==> src/include/enoc_settings.svh <==
// Mesh bridge width settings

`ifndef ENOC_SETTINGS_SVH
`define ENOC_SETTINGS_SVH

//########################################
// packet format, 32-bit address family
//########################################

// address width, also src/dst field width
`define ENOC_AW 32

// cmd(16) + dst(32) + src/data lo(32) + data hi(32)
`define ENOC_PW 112

//########################################
// local memory side
//########################################

`define ENOC_DW 32 // axi4-lite data width

// depth in words, bytes 0..1023 valid
`define ENOC_MEM_WORDS 256

`endif
==> src/rtl/enoc_pkg.sv <==
// Mesh bridge types
`default_nettype none

`include "enoc_settings.svh"

package enoc_pkg;

   //########################################
   // vectors with a meaning
   //########################################

   typedef logic [`ENOC_PW-1:0]   packet_t; // full mesh packet
   typedef logic [`ENOC_AW-1:0]   addr_t;   // byte address
   typedef logic [`ENOC_DW-1:0]   data_t;   // one memory word
   typedef logic [`ENOC_DW/8-1:0] strb_t;   // byte lanes

   // command bits 3..0
   typedef enum logic [3:0] {
      OP_WRITE = 4'd0,
      OP_READ  = 4'd1,
      OP_ADD   = 4'd2,
      OP_AND   = 4'd3,
      OP_OR    = 4'd4,
      OP_XOR   = 4'd5,
      OP_CAS   = 4'd6
   } opcode_e;

   // command bits 6..4
   typedef enum logic [2:0] {
      SIZE_BYTE = 3'd0,
      SIZE_HALF = 3'd1,
      SIZE_WORD = 3'd2
   } size_e;

   // controller fsm
   typedef enum logic [2:0] {
      ST_IDLE,
      ST_WRITE,
      ST_READ,
      ST_MODIFY_WRITE,
      ST_RESPOND
   } ctrl_state_e;

   // axi response codes, only two are ever produced
   localparam logic [1:0] RESP_OKAY   = 2'b00;
   localparam logic [1:0] RESP_SLVERR = 2'b10;

endpackage

`default_nettype wire

==> src/rtl/enoc_unpack.sv <==
// Request packet unpack and decode
`timescale 1ns/1ps
`default_nettype none

module enoc_unpack (
   input  enoc_pkg::packet_t packet_in,
   output enoc_pkg::opcode_e opcode,
   output logic              is_write,
   output logic              is_read,
   output logic              is_atomic,
   output logic              is_cas,
   output logic              is_supported,
   output logic [7:0]        user,
   output enoc_pkg::addr_t   dstaddr,
   output enoc_pkg::addr_t   srcaddr,
   output enoc_pkg::data_t   data_lo,
   output enoc_pkg::data_t   data_hi,
   output enoc_pkg::strb_t   wstrb
);
   import enoc_pkg::*;

   size_e size;

   //########################################
   // field split, 112-bit layout
   //########################################

   assign opcode  = opcode_e'(packet_in[3:0]);
   assign size    = size_e'(packet_in[6:4]);
   // bit 7 is the error flag, only meaningful in responses
   assign user    = packet_in[15:8];
   assign dstaddr = packet_in[16 +: $bits(addr_t)];
   assign srcaddr = packet_in[48 +: $bits(addr_t)]; // doubles as data lo
   assign data_hi = packet_in[80 +: $bits(data_t)];

   //########################################
   // command decode
   //########################################

   assign is_write     = (packet_in[3:0] == OP_WRITE);
   assign is_read      = (packet_in[3:0] == OP_READ);
   assign is_cas       = (packet_in[3:0] == OP_CAS);
   assign is_atomic    = (packet_in[3:0] == OP_ADD) || (packet_in[3:0] == OP_AND) ||
                         (packet_in[3:0] == OP_OR)  || (packet_in[3:0] == OP_XOR);
   assign is_supported = (packet_in[3:0] <= OP_CAS); // 7..15 get dropped

   // strobe and lane replication, only plain writes honour size
   always_comb begin
      wstrb   = '1;                               // rmw ops use the whole word
      data_lo = packet_in[48 +: $bits(data_t)];
      if (is_write) begin
         case (size)
            SIZE_BYTE: begin
               wstrb   = strb_t'(4'b0001 << dstaddr[1:0]);
               data_lo = {4{packet_in[55:48]}};   // byte on every lane
            end
            SIZE_HALF: begin
               wstrb   = strb_t'(4'b0011 << {dstaddr[1], 1'b0}); // aligned half
               data_lo = {2{packet_in[63:48]}};
            end
            default: begin
               wstrb   = '1; // word, also odd sizes
            end
         endcase
      end
   end

endmodule

`default_nettype wire

==> config.mk <==
export PLATFORM = sky130hd
export DESIGN_NAME = enoc_unpack
export DESIGN_NICKNAME = d
export VERILOG_FILES = /design/src/rtl/enoc_pkg.sv /design/src/rtl/enoc_unpack.sv
export VERILOG_INCLUDE_DIRS = /design/src /design/src/include
export SDC_FILE = /design/constraint.sdc
export NUM_CORES = 1
export LEC_CHECK = 0
export BUFFER_PORTS_ARGS = -buffer_cell sky130_fd_sc_hd__buf_2
export CAP_MARGIN = 20
export CORE_AREA = 3 3 101 103
export DETAILED_ROUTE_END_ITERATION = 8
export DIE_AREA = 0 0 104 106
export SYNTH_ARGS = -nofsm -noshare
export SYNTH_HDL_FRONTEND = slang
export SYNTH_SLANG_ARGS = --single-unit
export TNS_END_PERCENT = 100
==> constraint.sdc <==
create_clock -name vclk -period 2.4
set_input_delay 0.24 -clock vclk [all_inputs]
set_output_delay 0.24 -clock vclk [all_outputs]
set_load 0.02 [all_outputs]
==> impl_metrics.tcl, run 1 <==
set metrics [dict create \
    power_frac_clock 0 \
    cts.repair.resized 0 \
    yosysWarningCount 0 \
    timing.final.ws_setup_ns 0.147 \
    met3_usage 0.0413 \
    whs_endpoint "data_hi[1]" \
    max-vdd-ir-drop_v 0.0000472 \
    slew_headroom 0.682 \
    p_seq_frac 0 \
    post-route-util 0.138 \
    cp.arrival_ns 2.01 \
    tightest_slew_ns 0.477 \
    crit_fanout 8 \
    p_leak_nw 0.687 \
    std_cell_rows 35 \
    p_int_w 0.000104 \
    drt_pass1_iterations 4 \
    layout_commonest_cell "buf_2" \
    dieArea_mm2 0.0110 \
    grt-ovfl-total 0 \
    syn_inst 172 \
    syn_to_final_growth_pct -8.66 \
    report.final.slew_viol_count 0 \
    finalCritPeriodShare 0.939 \
    syn_area_per_cell_um2 8.15 \
    via_count 1031 \
    dp.cells 302 \
    via_per_inst 3.41 \
    whs_ns 0.480 \
    grt_pass1_vias 993 \
    post_cts_buffers 0 \
    seq_cells 0 \
    grtUsageMet1 0.0590 \
    min_path_type "in -> out" \
    drt-wirelength-per-cell_um 13.9 \
    synth_nets 284 \
    hp-start "packet_in[81]" \
    hold_depth 0 \
    gp_congestion 0.733 \
    die_w_um 104 \
    die_y_um 106 \
    fmax_ghz 0.444 \
    p_comb_frac 1.000 \
    mostFrequentLayoutCells "120 x buf_2, 24 x mux2_2, 8 x mux2_4" \
    multi_input_area_um2 507 \
    synth_area_mm2 0.00140 \
    wirelength_um 4210 \
    yosysSeqAreaShare 0 \
    dp_hpwl_um 3610 \
    crit_type "in -> out" \
    rsz0062_at_grt "false" \
    coreArea_mm2 0.00928 \
    grt_max_degree 13 \
    port-buffer-count 120 \
    start_util 0.151 \
    drc_errors 0 \
    drtAntennaViolNets 0 \
    netSwitchingPower_w 0.000159 \
    powerDensity_mw_per_mm2 206 \
    cp_data_required_time_ns 2.16 \
    fillCellCount 1069 \
    drt_iter0_drc 18 \
    tns_ns 0 \
    setup-violations-final 0 \
    final_cells 302 \
    finalHoldViolations 0 \
    antenna_cells 0 \
    yosys.cell_types.count 17 \
    holdBufCountCts 0 \
    place_ws_ns 0.112 \
    num-nets-final 287 \
    ios 261 \
    grt_pass1_wl_um 6020 \
    layout_min_cycle_time_ns 2.25 \
    top_usage_layer "met2" \
    grtUsageMet2 0.122 \
    grt.total_usage 0.0679 \
    nClkBuffers 0 \
    crit_path_end_kind "output port" \
    layout-drive-gt1-share 0.902 \
    seq_area_um2 0 \
    swShare 0.604 \
    outcome "finished, final reports clean" \
    crit_path_start_kind "primary input" \
    antenna_found_initial 1 \
    drv_cap 0 \
]
power by group through the flow:
stage                     combinational (W)  sequential, W  clock [W]
final                              0.000263              0          0
after global routing               0.000282              0          0
after CTS                          0.000267              0          0
after detailed placement           0.000267              0          0
after global placement             0.000263              0          0
after floorplan                    0.000369              0          0
cell families (layout without fill, tap and decap cells):
family / Yosys count / after routing / share of synthesized area
xor+xnor: 1 / 1 / 0.00625
buf+inv: 121 / 122 / 0.642
mux: 32 / 32 / 0.279
compound gates: 3 / 3 / 0.0116
simple gates: 15 / 15 / 0.0616
critical path, cell delays in order:
cell and delay [ns]:
buf_2 0.13, or4_4 0.57, or3_1 0.55, mux2_2 0.36, buf_2 0.16
Yosys cell counts, drive strengths merged:
| master | number | area (um2) |
|---|---|---|
| nand2 | 5 | 18.8 |
| or3 | 1 | 6.26 |
| xnor2 | 1 | 8.76 |
| mux2 | 32 | 390 |
| nor2 | 2 | 7.51 |
| or4 | 2 | 22.5 |
| a31oi | 1 | 6.26 |
| nor3 | 2 | 10.0 |
| o21ai | 2 | 10.0 |
| nor4b | 1 | 8.76 |
| buf | 119 | 892 |
| nand2b | 2 | 12.5 |
| inv | 1 | 3.75 |
| clkbuf | 1 | 3.75 |
worst max-delay path by stage:
stage                  from           to  slack [ns]  cells past startpoint
5_1_grt        packet_in[0]  data_lo[16]        0.08                      5
4_1_cts        packet_in[0]  data_lo[20]         0.1                      5
6_report       packet_in[0]  data_lo[20]        0.15                      5
3_5_place_dp   packet_in[0]  data_lo[20]        0.11                      5
3_3_place_gp   packet_in[0]  data_lo[20]        0.12                      5
2_1_floorplan  packet_in[0]  data_lo[25]        0.48                      4
cell type report:
cell class / instances / share of cell area
Inverter: 1 / 0.00293
Multi-Input combinational cell: 51 / 0.396
Tap cell: 129 / 0.126
Timing Repair Buffer: 121 / 0.475
metal layers:
| metal | up-vias | part of all wire | wire (um) |
|---|---|---|---|
| met4 | 2 | 0.043 | 183 |
| met3 | 34 | 0.18 | 757 |
| li1 | 446 | - | - |
| met1 | 441 | 0.31 | 1320 |
| met5 | - | 0.0017 | 7 |
| met2 | 108 | 0.46 | 1940 |
through the flow:
step / area (um2) / total power (W)
floorplan: 1400 / 0.000369
global placement: 1280 / 0.000263
detailed placement: 1280 / 0.000267
CTS: 1280 / 0.000267
global route: 1280 / 0.000282
finish: 1280 / 0.000263
(Power assumes the default switching activity.)
==> inputs of run 2 (changes only) <==
BUFFER_PORTS_ARGS = not set   (was -buffer_cell sky130_fd_sc_hd__buf_2)
CORE_AREA = 3 3 99 101   (was 3 3 101 103)
DIE_AREA = 0 0 102 104   (was 0 0 104 106)
DONT_BUFFER_PORTS = 1   (was not set)
==> impl_metrics.tcl, run 2 (synthesized netlist as in run 1, its figures left out) <==
set metrics [dict create \
    report.final.slew_viol_count 0 \
    min_path_type "in -> out" \
    crit_path_start_kind "primary input" \
    crit_fanout 8 \
    grt.total_usage 0.0518 \
    coreArea_mm2 0.00911 \
    syn_to_final_growth_pct -52.6 \
    start_util 0.154 \
    via_count 608 \
    swShare 0.573 \
    power_frac_clock 0 \
    startpoint "packet_in[0]" \
    drt-wirelength-per-cell_um 20.5 \
    drc_errors 0 \
    grt_max_degree 13 \
    p_leak_nw 0.221 \
    fmax_ghz 0.497 \
    grt-ovfl-total 0 \
    drtAntennaViolNets 0 \
    cp_data_required_time_ns 2.16 \
    powerDensity_mw_per_mm2 138 \
    seq_area_um2 0 \
    post_cts_buffers 0 \
    tightest_slew_ns 0.640 \
    cts.repair.resized 0 \
    seq_cells 0 \
    crit_type "in -> out" \
    gp_congestion 0.535 \
    placedInstanceArea_um2 664 \
    mostFrequentLayoutCells "24 x mux2_2, 8 x mux2_4, 5 x nand2_1" \
    total_power_w 0.0000914 \
    layout_min_cycle_time_ns 2.01 \
    holdBufCountCts 0 \
    grt_pass1_vias 599 \
    netSwitchingPower_w 0.0000524 \
    crit_path_end_kind "output port" \
    layout_commonest_cell "mux2_2" \
    dieArea_mm2 0.0106 \
    finalInstanceArea_um2 664 \
    nClkBuffers 0 \
    wirelength_um 3390 \
    setup-violations-final 0 \
    antenna_cells 0 \
    port-buffer-count 0 \
    finalCritPeriodShare 0.839 \
    drt_pass1_iterations 2 \
    outcome "finished, final reports clean" \
    ios 261 \
    max-vdd-ir-drop_v 0.0000187 \
    p_seq_frac 0 \
    via_per_inst 3.68 \
    p_comb_frac 1.000 \
    std_cell_rows 35 \
    die_y_um 104 \
    grt_pass1_wl_um 3990 \
    dp_hpwl_um 2820 \
    final_cells 165 \
    layout-drive-gt1-share 0.685 \
    die_w_um 102 \
    rsz0062_at_grt "false" \
    dp.cells 165 \
    tns_ns 0 \
    finalHoldViolations 0 \
    hp-start "packet_in[92]" \
    num-nets-final 168 \
    antenna_found_initial 0 \
    drv_cap 0 \
    slew_headroom 0.569 \
    cp.arrival_ns 1.77 \
    p_int_w 0.0000390 \
    drt_iter0_drc 20 \
]
[run 2: cell count changes in the layout (fill, tap and decap cells not counted), sizes merged]
| cell | before | now |
|---|---|---|
| buf | 121 | 2 |
[run 2: worst max-delay path: stages]
cell and delay [ns]:
or4_4 0.55, or3_1 0.55, mux2_2 0.43
[run 2: area by class of cell]
| class | instances | area, um2 |
|---|---|---|
| Fill cell | 1052 | 8440 |
| Inverter | 1 | 3.75 |
| Multi-Input combinational cell | 51 | 507 |
| Tap cell | 111 | 139 |
| Timing Repair Buffer | 2 | 15.0 |
[run 2: worst paths after layout]
| kind | endpoint | slack, ns | depth (start not counted) |
|---|---|---|---|
| setup / recovery | data_lo[17] | 0.39 | 3 |
| hold / removal | data_hi[12] | 0.48 | 0 |
[run 2: power by group through the flow]
stage	sequential, W	clock, W	combinational [W]
final	0	0	0.0000914
after global routing	0	0	0.0000971
after CTS	0	0	0.0000929
after detailed placement	0	0	0.0000924
after global placement	0	0	0.0000922
after floorplan	0	0	0.000369
[run 2: metal layers]
metal  up-vias  GRT usage  routed length (um)
met4         0     0.0347                 239
met1       263     0.0262                 725
met3        31     0.0268                 587
li1        208          -                   -
met5         -          0                   0
met2       106      0.112                1840
[run 2: per-stage QoR]
stage	util	hold WS [ns]	setup slack (ns)
6_report	0.0729	0.480	0.387
3_3_place_gp	0.0729	0.480	0.337
3_5_place_dp	0.0729	0.480	0.336
5_1_grt	0.0729	0.480	0.314
2_1_floorplan	-	0.557	0.476
4_1_cts	0.0729	0.480	0.332
