--- config.mk ---
export PLATFORM = sky130hd
export DESIGN_NAME = enoc_pack
export DESIGN_NICKNAME = d
export VERILOG_FILES = /design/src/rtl/enoc_pkg.sv /design/src/rtl/enoc_pack.sv
export VERILOG_INCLUDE_DIRS = /design/src /design/src/include
export SDC_FILE = /design/constraint.sdc
export NUM_CORES = 1
export LEC_CHECK = 0
export ABC_AREA = 1
export BUFFER_PORTS_ARGS = -buffer_cell sky130_fd_sc_hd__buf_2
export CAP_MARGIN = 25
export CORE_MARGIN = 2
export CORE_UTILIZATION = 43
export DETAILED_ROUTE_END_ITERATION = 10
export HOLD_SLACK_MARGIN = 0.08
export PLACE_DENSITY = 0.84
export SLEW_MARGIN = 10
export SYNTH_ARGS = -nofsm -noshare
export SYNTH_HDL_FRONTEND = slang
export SYNTH_SLANG_ARGS = --single-unit
--- constraint.sdc ---
create_clock -name clk -period 13.82 [get_ports clk]
set_input_delay 2.073 -clock clk [delete_from_list [all_inputs] [get_ports clk]]
set_output_delay 2.073 -clock clk [all_outputs]
set_load 0.02 [all_outputs]
--- src/include/enoc_settings.svh ---
// Mesh bridge width settings

`ifndef ENOC_SETTINGS_SVH
`define ENOC_SETTINGS_SVH

//########################################
// packet format, 32-bit address family
//########################################

// address width, also src/dst field width
`define ENOC_AW 32

// cmd(16) + dst(32) + src/data lo(32) + data hi(32)
`define ENOC_PW 112

//########################################
// local memory side
//########################################

`define ENOC_DW 32 // axi4-lite data width

// depth in words, bytes 0..1023 valid
`define ENOC_MEM_WORDS 256

`endif
--- src/rtl/enoc_pkg.sv ---
// Mesh bridge types
`default_nettype none

`include "enoc_settings.svh"

package enoc_pkg;

   //########################################
   // vectors with a meaning
   //########################################

   typedef logic [`ENOC_PW-1:0]   packet_t; // full mesh packet
   typedef logic [`ENOC_AW-1:0]   addr_t;   // byte address
   typedef logic [`ENOC_DW-1:0]   data_t;   // one memory word
   typedef logic [`ENOC_DW/8-1:0] strb_t;   // byte lanes

   // command bits 3..0
   typedef enum logic [3:0] {
      OP_WRITE = 4'd0,
      OP_READ  = 4'd1,
      OP_ADD   = 4'd2,
      OP_AND   = 4'd3,
      OP_OR    = 4'd4,
      OP_XOR   = 4'd5,
      OP_CAS   = 4'd6
   } opcode_e;

   // command bits 6..4
   typedef enum logic [2:0] {
      SIZE_BYTE = 3'd0,
      SIZE_HALF = 3'd1,
      SIZE_WORD = 3'd2
   } size_e;

   // controller fsm
   typedef enum logic [2:0] {
      ST_IDLE,
      ST_WRITE,
      ST_READ,
      ST_MODIFY_WRITE,
      ST_RESPOND
   } ctrl_state_e;

   // axi response codes, only two are ever produced
   localparam logic [1:0] RESP_OKAY   = 2'b00;
   localparam logic [1:0] RESP_SLVERR = 2'b10;

endpackage

`default_nettype wire

--- src/rtl/enoc_pack.sv ---
// Response packet pack and output register
`timescale 1ns/1ps
`default_nettype none

module enoc_pack (
   input  logic              clk,
   input  logic              rst,
   input  logic              rsp_valid,
   output logic              rsp_ready,
   input  enoc_pkg::addr_t   rsp_addr,
   input  enoc_pkg::data_t   rsp_data,
   input  logic [7:0]        rsp_user,
   input  logic              rsp_err,
   output logic              packet_out_valid,
   input  logic              packet_out_ready,
   output enoc_pkg::packet_t packet_out
);
   import enoc_pkg::*;

   logic [15:0] cmd;
   packet_t     pkt_next;

   // reply is always a word write back to the requester
   assign cmd      = {rsp_user, rsp_err, SIZE_WORD, OP_WRITE};
   assign pkt_next = {{$bits(data_t){1'b0}}, rsp_data, rsp_addr, cmd}; // hi word zero

   // take a new one when empty or draining this cycle
   assign rsp_ready = !packet_out_valid || packet_out_ready;

   //########################################
   // output register
   //########################################

   always_ff @(posedge clk) begin
      if (rst) begin
         packet_out_valid <= 1'b0;
      end else if (rsp_valid && rsp_ready) begin
         packet_out_valid <= 1'b1;
      end else if (packet_out_ready) begin
         packet_out_valid <= 1'b0;  // drained
      end
   end

   always_ff @(posedge clk) begin
      if (rsp_valid && rsp_ready) begin
         packet_out <= pkt_next; // held until taken
      end
   end

endmodule

`default_nettype wire

==> out/results.txt, run 1 <==
The share of total power dissipated in the clock network is 35.1%. The top fanout value on the critical path was 2; the data arrival time of the worst path was 2.46 ns. The category of the worst setup path capture point is a primary output. HPWL reported at the end of detailed placement: 3.96 mm.

In the layout the commonest cells are 151 x sky130_fd_sc_hd__buf_2, 73 x sky130_fd_sc_hd__edfxtp_1, 39 x sky130_fd_sc_hd__conb_1. The path class of the tightest hold or removal check is register to register. The tools report the number of nets with antenna violations after routing as 0.

The logs give 2540 um2 for the netlist area before placement and 0.00361 ns for the clock tree skew after final layout. The startpoint identified for the worst register-to-register timing path is packet_out_valid. The worst hold path begins at packet_out_valid.

The post-detailed-route via-to-cell ratio is 4.17. The part of the total power dissipated in sequential elements is 53.7%, and the biggest cell delay along the critical path is 0.16 ns. The logs give 0 for the number of post-CTS setup repair buffers and 40.9% for the remaining max-slew budget at the tightest pin.

The critical path goes through buf_2, inv_2, nand2_2, buf_2. The length of the first detailed-routing pass in iterations was 4. Entering global routing, the biggest net connects 74 pins.

The fmax is 0.221 GHz. The detailed router put a total of 1.70 mm of wire on met1. The final max-slew violation count came out at 0. Setup repair after global routing left no endpoint under its margin. The number of rows created at floorplan came out at 27.

Dividing the detail-routed wire length by the instance count gives 15.0 um. The slowest stage of the critical path belongs to the cell sky130_fd_sc_hd__buf_2. Most used cell along the critical path: sky130_fd_sc_hd__buf_2.

In this run the top signal layer used is met4. Across all hold checks on the routed design, the worst slack comes to 0.523 ns. For the effective utilization at floorplan, the log shows 45.3%. Summing over every cut layer, the via total after detailed routing is 1,488. The internal power summed over all cells was 378 uW. The number of global-route vias before repair is 1,420.

The run finished with clean final reports. In this run the standard cell core region covers 5610 um2. At the pin with the least slew margin, the transition time is 0.886 ns. The final layout contains routed wiring with a total length of 5.37 mm. Cell count after synthesis: 120.

Each instance of the synthesized netlist takes up on average 21.2 um2. The width of the die is 80.9 um. The data required time at the worst endpoint came out at 11.75 ns.

TritonCTS built the clock tree. For the post-cts repair resize count, the log shows 0. For the total I/O pin count, the log shows 191.

Clock tree synthesis selected as its root buffer the cell sky130_fd_sc_hd__clkbuf_8. In this run the power spent charging and discharging nets is 116 uW. Initial DRC count: 129.

The logs give 9 for the count of cell types in the netlist and 0 for the global-route congestion overflow total. The setup path with the least slack is of type input port to primary output. The post-synthesis sequential element count is 74, and the logic gate share of total power is 11.2%. The cell leakage power is 0.00155 uW, and the share of post-route cells with drive strength above 1 is 59.3%.

The tools report the first element of the critical path as packet_out_ready. The number of antenna violations at the first check in global routing came out at 0. In this run the power density over the cells is 143 nW/um2. The library cell used most frequently in the layout, excluding fill and tap cells, is sky130_fd_sc_hd__buf_2.

For the met2 wire length, the log shows 2.82 mm. Summing internal, switching and leakage power gives 494 uW. The critical path launch point type is an input port.

During synthesis, Yosys emitted a total of 0 warnings. For the number of nets in the final layout, the log shows 358. Max-cap violations in this run came to 0. The setup-violating endpoint count in the final report is 0, and the maximum root-to-sink buffer count is 2. Die height: 80.9 um.

Across the VDD grid, the largest voltage drop is 0.0825 mV. The tools report the hold violation count in the final report as 0. The clock net in this run drives a total of 74 sinks. From synthesis to final layout, the design area changed by 36.1%. The clock network latency to the later pin of the worst-skew pair is 0.33 ns.

Port buffering added 151 buffers. The worst path in the final design needs a cycle of 4.53 ns, including I/O delays and setup. The post-route DRC violation count was 0.

Detailed routing placed a total of 723 um of wire on met3. In this run switching power makes up 23.5% of total power. The clock-pin transition on the worst setup and hold timing paths was 0.07 ns; the total CTS buffers was 9. The run gives 7.30 mm as the first-pass GRT wire length.

At the end of routability-driven placement, the weighted congestion stood at 0.715. For the diode insertion count for antenna repair, the log shows 0. For this design, the CTS-stage hold fixing added 0 buffers. The sequential cell area fraction in the yosys report is 87.1%, and the H-tree depth is 3. Setup total negative slack on the finished layout was measured at 0 ns. Aggregate global-route resource usage: 16.0%.

The final critical path takes up 32.8% of the cycle. The die covers 6540 um2.
[per-stage QoR]
stage               worst slack [ns]  util [%]  instances  area (um2)
floorplan                       7.62         -        157        2680
global placement                9.29      58.0        342        3250
detailed placement              9.28      58.0        342        3250
CTS                             9.28      61.6        357        3460
global route                    9.27      61.6        357        3460
finish                          9.29      61.6        357        3460
[final timing paths]
check / slack, ns / cells after the start / endpoint
max: 9.29 / 4 / rsp_ready
min reg2reg: 0.52 / 2 / packet_out_valid
max reg2reg: 12.22 / 2 / packet_out[68]
min: 0.52 / 2 / packet_out_valid
[synthesized netlist by cell type]
cell type	n	area share, %
sky130_fd_sc_hd__conb_1	2	0.30
sky130_fd_sc_hd__inv_2	1	0.15
sky130_fd_sc_hd__edfxtp_1	73	86
sky130_fd_sc_hd__a21oi_2	1	0.34
sky130_fd_sc_hd__nand2_2	1	0.25
sky130_fd_sc_hd__dfxtp_1	1	0.79
sky130_fd_sc_hd__inv_1	1	0.15
sky130_fd_sc_hd__buf_4	39	12
sky130_fd_sc_hd__a21oi_1	1	0.20
[sequential cells by signal, indices dropped and copies added, names as in the netlist]
register,cells
packet_out,73
packet_out_valid,1
[area by class of cell]
class,count,area [um2]
Timing Repair Buffer,152,763
Inverter,2,7.51
Clock inverter,6,82.6
Tap cell,72,90.1
Sequential cell,74,2210
Fill cell,464,2150
Clock buffer,9,124
Multi-Input combinational cell,42,178
[cell families (layout without fill, tap and decap cells)]
kind of cell	after synthesis	after routing	share of synthesized area (%)
AO/OA/AOI/OAI	2	2	0.542
AND/OR/NAND/NOR	1	1	0.246
other	2	39	0.296
flip-flops	74	74	87.1
buffers and inverters	41	169	11.8
[worst max-delay path: cells and delay by family]
family        cells  cell delay [ns]
buf+inv           3             0.33
simple gates      1             0.06
[layer usage]
layer | track usage [%] | up-vias
met2 | 28.4 | 113
met4 | 9.83 | 0
met3 | 7.11 | 11
li1 | - | 679
met1 | 14.8 | 685
met5 | 0 | -
[power by group through the flow]
stage	Combinational, uW	Clock, uW	Sequential [uW]
floorplan	22.2	0	289
global placement	54.1	0	270
finish	55.3	173	265
detailed placement	55.3	0	271
CTS	55.5	179	266
global route	59.0	187	267
Power figures use the tool's default switching activity.
==> inputs of run 2 (changes only) <==
--- a/config.mk
+++ b/config.mk
@@ -10,10 +10,10 @@
 export BUFFER_PORTS_ARGS = -buffer_cell sky130_fd_sc_hd__buf_2
 export CAP_MARGIN = 25
 export CORE_MARGIN = 2
-export CORE_UTILIZATION = 43
+export CORE_UTILIZATION = 36
 export DETAILED_ROUTE_END_ITERATION = 10
 export HOLD_SLACK_MARGIN = 0.08
-export PLACE_DENSITY = 0.84
+export PLACE_DENSITY = 0.75
 export SLEW_MARGIN = 10
 export SYNTH_ARGS = -nofsm -noshare
 export SYNTH_HDL_FRONTEND = slang
==> constraint.sdc (replaced) <==
create_clock -name clk -period 4.15 [get_ports clk]
set_input_delay 0.6225 -clock clk [delete_from_list [all_inputs] [get_ports clk]]
set_output_delay 0.6225 -clock clk [all_outputs]
set_load 0.02 [all_outputs]
==> run 2 against run 1 <==
Against the previous run: global-route usage is 4.8 points lower; first-iteration DRC count decreased by 72%; clock skew up 0.0028 ns; die area increased by 18%; register-to-register slack worse by 9.7 ns; sequential power grew to 3.3 times the previous value; sequential share of layout area is 0.60 points lower; clock-buffer cell count is the same.
==> out/results.txt, run 2 (synthesis results as in run 1) <==
The setup path with the least slack is of type input port to primary output. The register bank with the most flops is packet_out. The clock network latency to the later pin of the worst-skew pair is 0.34 ns (about the same). The setup TNS was 0 ns (unchanged).

TritonCTS built the clock tree. The run gives 0 (unchanged) as the global-route congestion overflow total. The effective utilization at floorplan is 37.4% (-7.9 points).

STA classifies the critical path endpoint as a primary output. The die height is 88.0 um (+8.8%), and the length of the first detailed-routing pass in iterations is 4 (unchanged). The tools report the number of clock sinks as 74 (unchanged). The tools report the HPWL reported at the end of detailed placement as 3.60 mm (-9.1%). The library cells used most frequently in the layout, excluding fill and tap cells, are 151 x sky130_fd_sc_hd__buf_2, 73 x sky130_fd_sc_hd__edfxtp_1, 39 x sky130_fd_sc_hd__conb_1.

The remaining max-slew budget at the tightest pin was 41.5% (+0.54 points); the max-capacitance violation count was 0 (unchanged). In this run the worst setup path terminates at rsp_ready. The aggregate global-route resource usage is 11.2% (-4.8 points). The top fanout value on the critical path was 2 (unchanged); the first-pass GRT wire length was 6.27 mm (-14%). STA classifies the critical path startpoint as an input port. Diode insertion count for antenna repair: 0 (unchanged). The number of flip-flops in the largest register came out at 73 (unchanged).

The H-tree depth is 3 (unchanged). Derived from the worst setup path, the maximum achievable clock frequency is 0.608 GHz. First element of the critical path: packet_out_ready. The number of global-route vias before repair came out at 1,282 (-9.7%). The tightest min-delay check is of the input port to register type.

For the area enclosed by the die boundary, the log shows 7740 um2 (+18%). The floorplan core area is 6790 um2 (+21%). Most common library cell in the layout ignoring fill and taps: sky130_fd_sc_hd__buf_2.

Average wire per cell in the routed design: 12.5 um (-17%). The transition time at the pin with the least slew margin came out at 0.878 ns (-0.00804 ns). The detailed router used layers up to and including met5. The areal power density over the cells was 468 nW/um2 (+230%). The worst path in the final design needs a cycle of 1.64 ns, including I/O delays and setup.

The total CTS buffers is 9 (unchanged), and the initial DRC count is 36 (-72%). Number of nets in the final layout: 358 (unchanged). For the total I/O pin count, the log shows 191 (unchanged).

The share of post-route cells with drive strength above 1 came out at 60.1% (+0.84 points). The logs give 0.00638 ns (+0.00277 ns) for the clock tree skew after final layout and 74 (unchanged) for the maximum number of pins on one net before global-route repair. The fill cell total of the finished layout is 587 (+27%). The logs give 0 (unchanged) for the post-cts repair resize count and 0 (unchanged) for the number of buffers added to fix hold violations after cts. The number of rows created at floorplan is 30 (+11%). The logic depth of the worst register-to-register path was 2 (unchanged). The tools report the cell leakage power as 0.00156 uW (+0.25%). For the maximum root-to-sink buffer count, the log shows 2 (unchanged). The flow ran to the end, and the final reports show no timing, DRC or antenna violations. The clock-pin transition on the worst setup and hold timing paths is 0.08 ns (about the same), and the final max-slew violation count is 0 (unchanged).

The tools report the number of post-CTS setup repair buffers as 0 (unchanged). For the number of nets with antenna violations after routing, the log shows 0 (unchanged). In this run the critical register-to-register path is captured at packet_out[69]. The post-detailed-route via-to-cell ratio is 3.87 (-7.0%).

In the final layout, the registers with the most flip-flops are packet_out: 73 flops, packet_out_valid: 1 flops. The number of antenna violations at the first check in global routing was 1 (+1); the data arrival time of the worst path was 1.02 ns (-1.44 ns). The met3 layer wire length in the routed design is 565 um (-22%), and the slack of the worst reg-to-reg path is 2.55 ns (-9.67 ns). The final period utilization was 39.6%. The root buffer selected by CTS was sky130_fd_sc_hd__clkbuf_8. The met1 wire length came out at 1.64 mm (-3.4%).

The met2 wire length is 2.46 mm (-13%), and the post-synthesis to final-layout area growth is 37.4%. The data required time at the worst endpoint was 3.53 ns (-8.22 ns); the total via count after detailed routing was 1,480 (-0.54%). The highest ir drop seen on vdd was 0.208 mV (+150%). In this run the critical register-to-register path is launched from packet_out_valid. The run gives 0 (unchanged) as the hold violation count in the final report. Setup repair after global routing left no endpoint under its margin. Post-route DRC violation count: 0 (unchanged).

The tools report the placer's final routability congestion estimate as 0.668 (-6.5%). The utilization after layout is 51.4% (-10 points). The total length of routed wires is 4.78 mm (-11%), and the number of buffers inserted by port buffering is 151 (unchanged). The width of the die is 88.0 um (+8.8%), and the setup-violating endpoint count in the final report is 0 (unchanged).
## run 2: cell types whose count changed in the layout (fill, tap and decap cells not counted), sizes merged
cell    previous run  this run
inv                2         6
clkinv             2         0
bufinv             2         1
## run 2: routing by layer
metal	GRT usage (%)	vias up
met4	5.87	2
met2	18.7	105
met1	11.4	676
met3	5.75	12
li1	-	685
met5	0	-
## run 2: per-stage QoR
step	instance area (um2)	power (uW)	hold slack, ns	cells	worst slack, ns
global placement	3280	1080	0.504	366	2.18
global route	3490	1700	0.425	382	2.44
detailed placement	3280	1080	0.523	366	2.14
floorplan	2680	1030	0.653	157	0.924
CTS	3490	1660	0.420	382	2.50
finish	3490	1630	0.440	382	2.51
## run 2: critical path: stages
cell and delay [ns]:
sky130_fd_sc_hd__buf_2 0.10, sky130_fd_sc_hd__inv_2 0.08, sky130_fd_sc_hd__nand2_2 0.06, sky130_fd_sc_hd__buf_2 0.16
## run 2: how the worst min path moves through the flow
| stage | start | endpoint | slack (ns) | cells after the start |
|---|---|---|---|---|
| floorplan | packet_out_valid | packet_out_valid | 0.65 | 2 |
| global placement | packet_out_valid | packet_out_valid | 0.50 | 2 |
| detailed placement | packet_out_valid | packet_out_valid | 0.52 | 2 |
| CTS | rst | packet_out_valid | 0.42 | 2 |
| global route | rst | packet_out_valid | 0.43 | 2 |
| finish | rst | packet_out_valid | 0.44 | 2 |
## run 2: final cells by class
cell class | instances | area [um2] | area share [%]
Clock buffer | 9 | 124 | 3.55
Clock inverter | 7 | 85.1 | 2.44
Inverter | 2 | 7.51 | 0.215
Multi-Input combinational cell | 42 | 178 | 5.09
Sequential cell | 74 | 2210 | 63.4
Tap cell | 96 | 120 | 3.44
Timing Repair Buffer | 152 | 763 | 21.9
## run 2: power breakdown
part	leakage [uW]	switching, uW	internal (uW)	total (uW)
registers	0.000715	9.67	873	883
logic	0.000741	129	53.9	183
clock network	0.000100	278	290	568
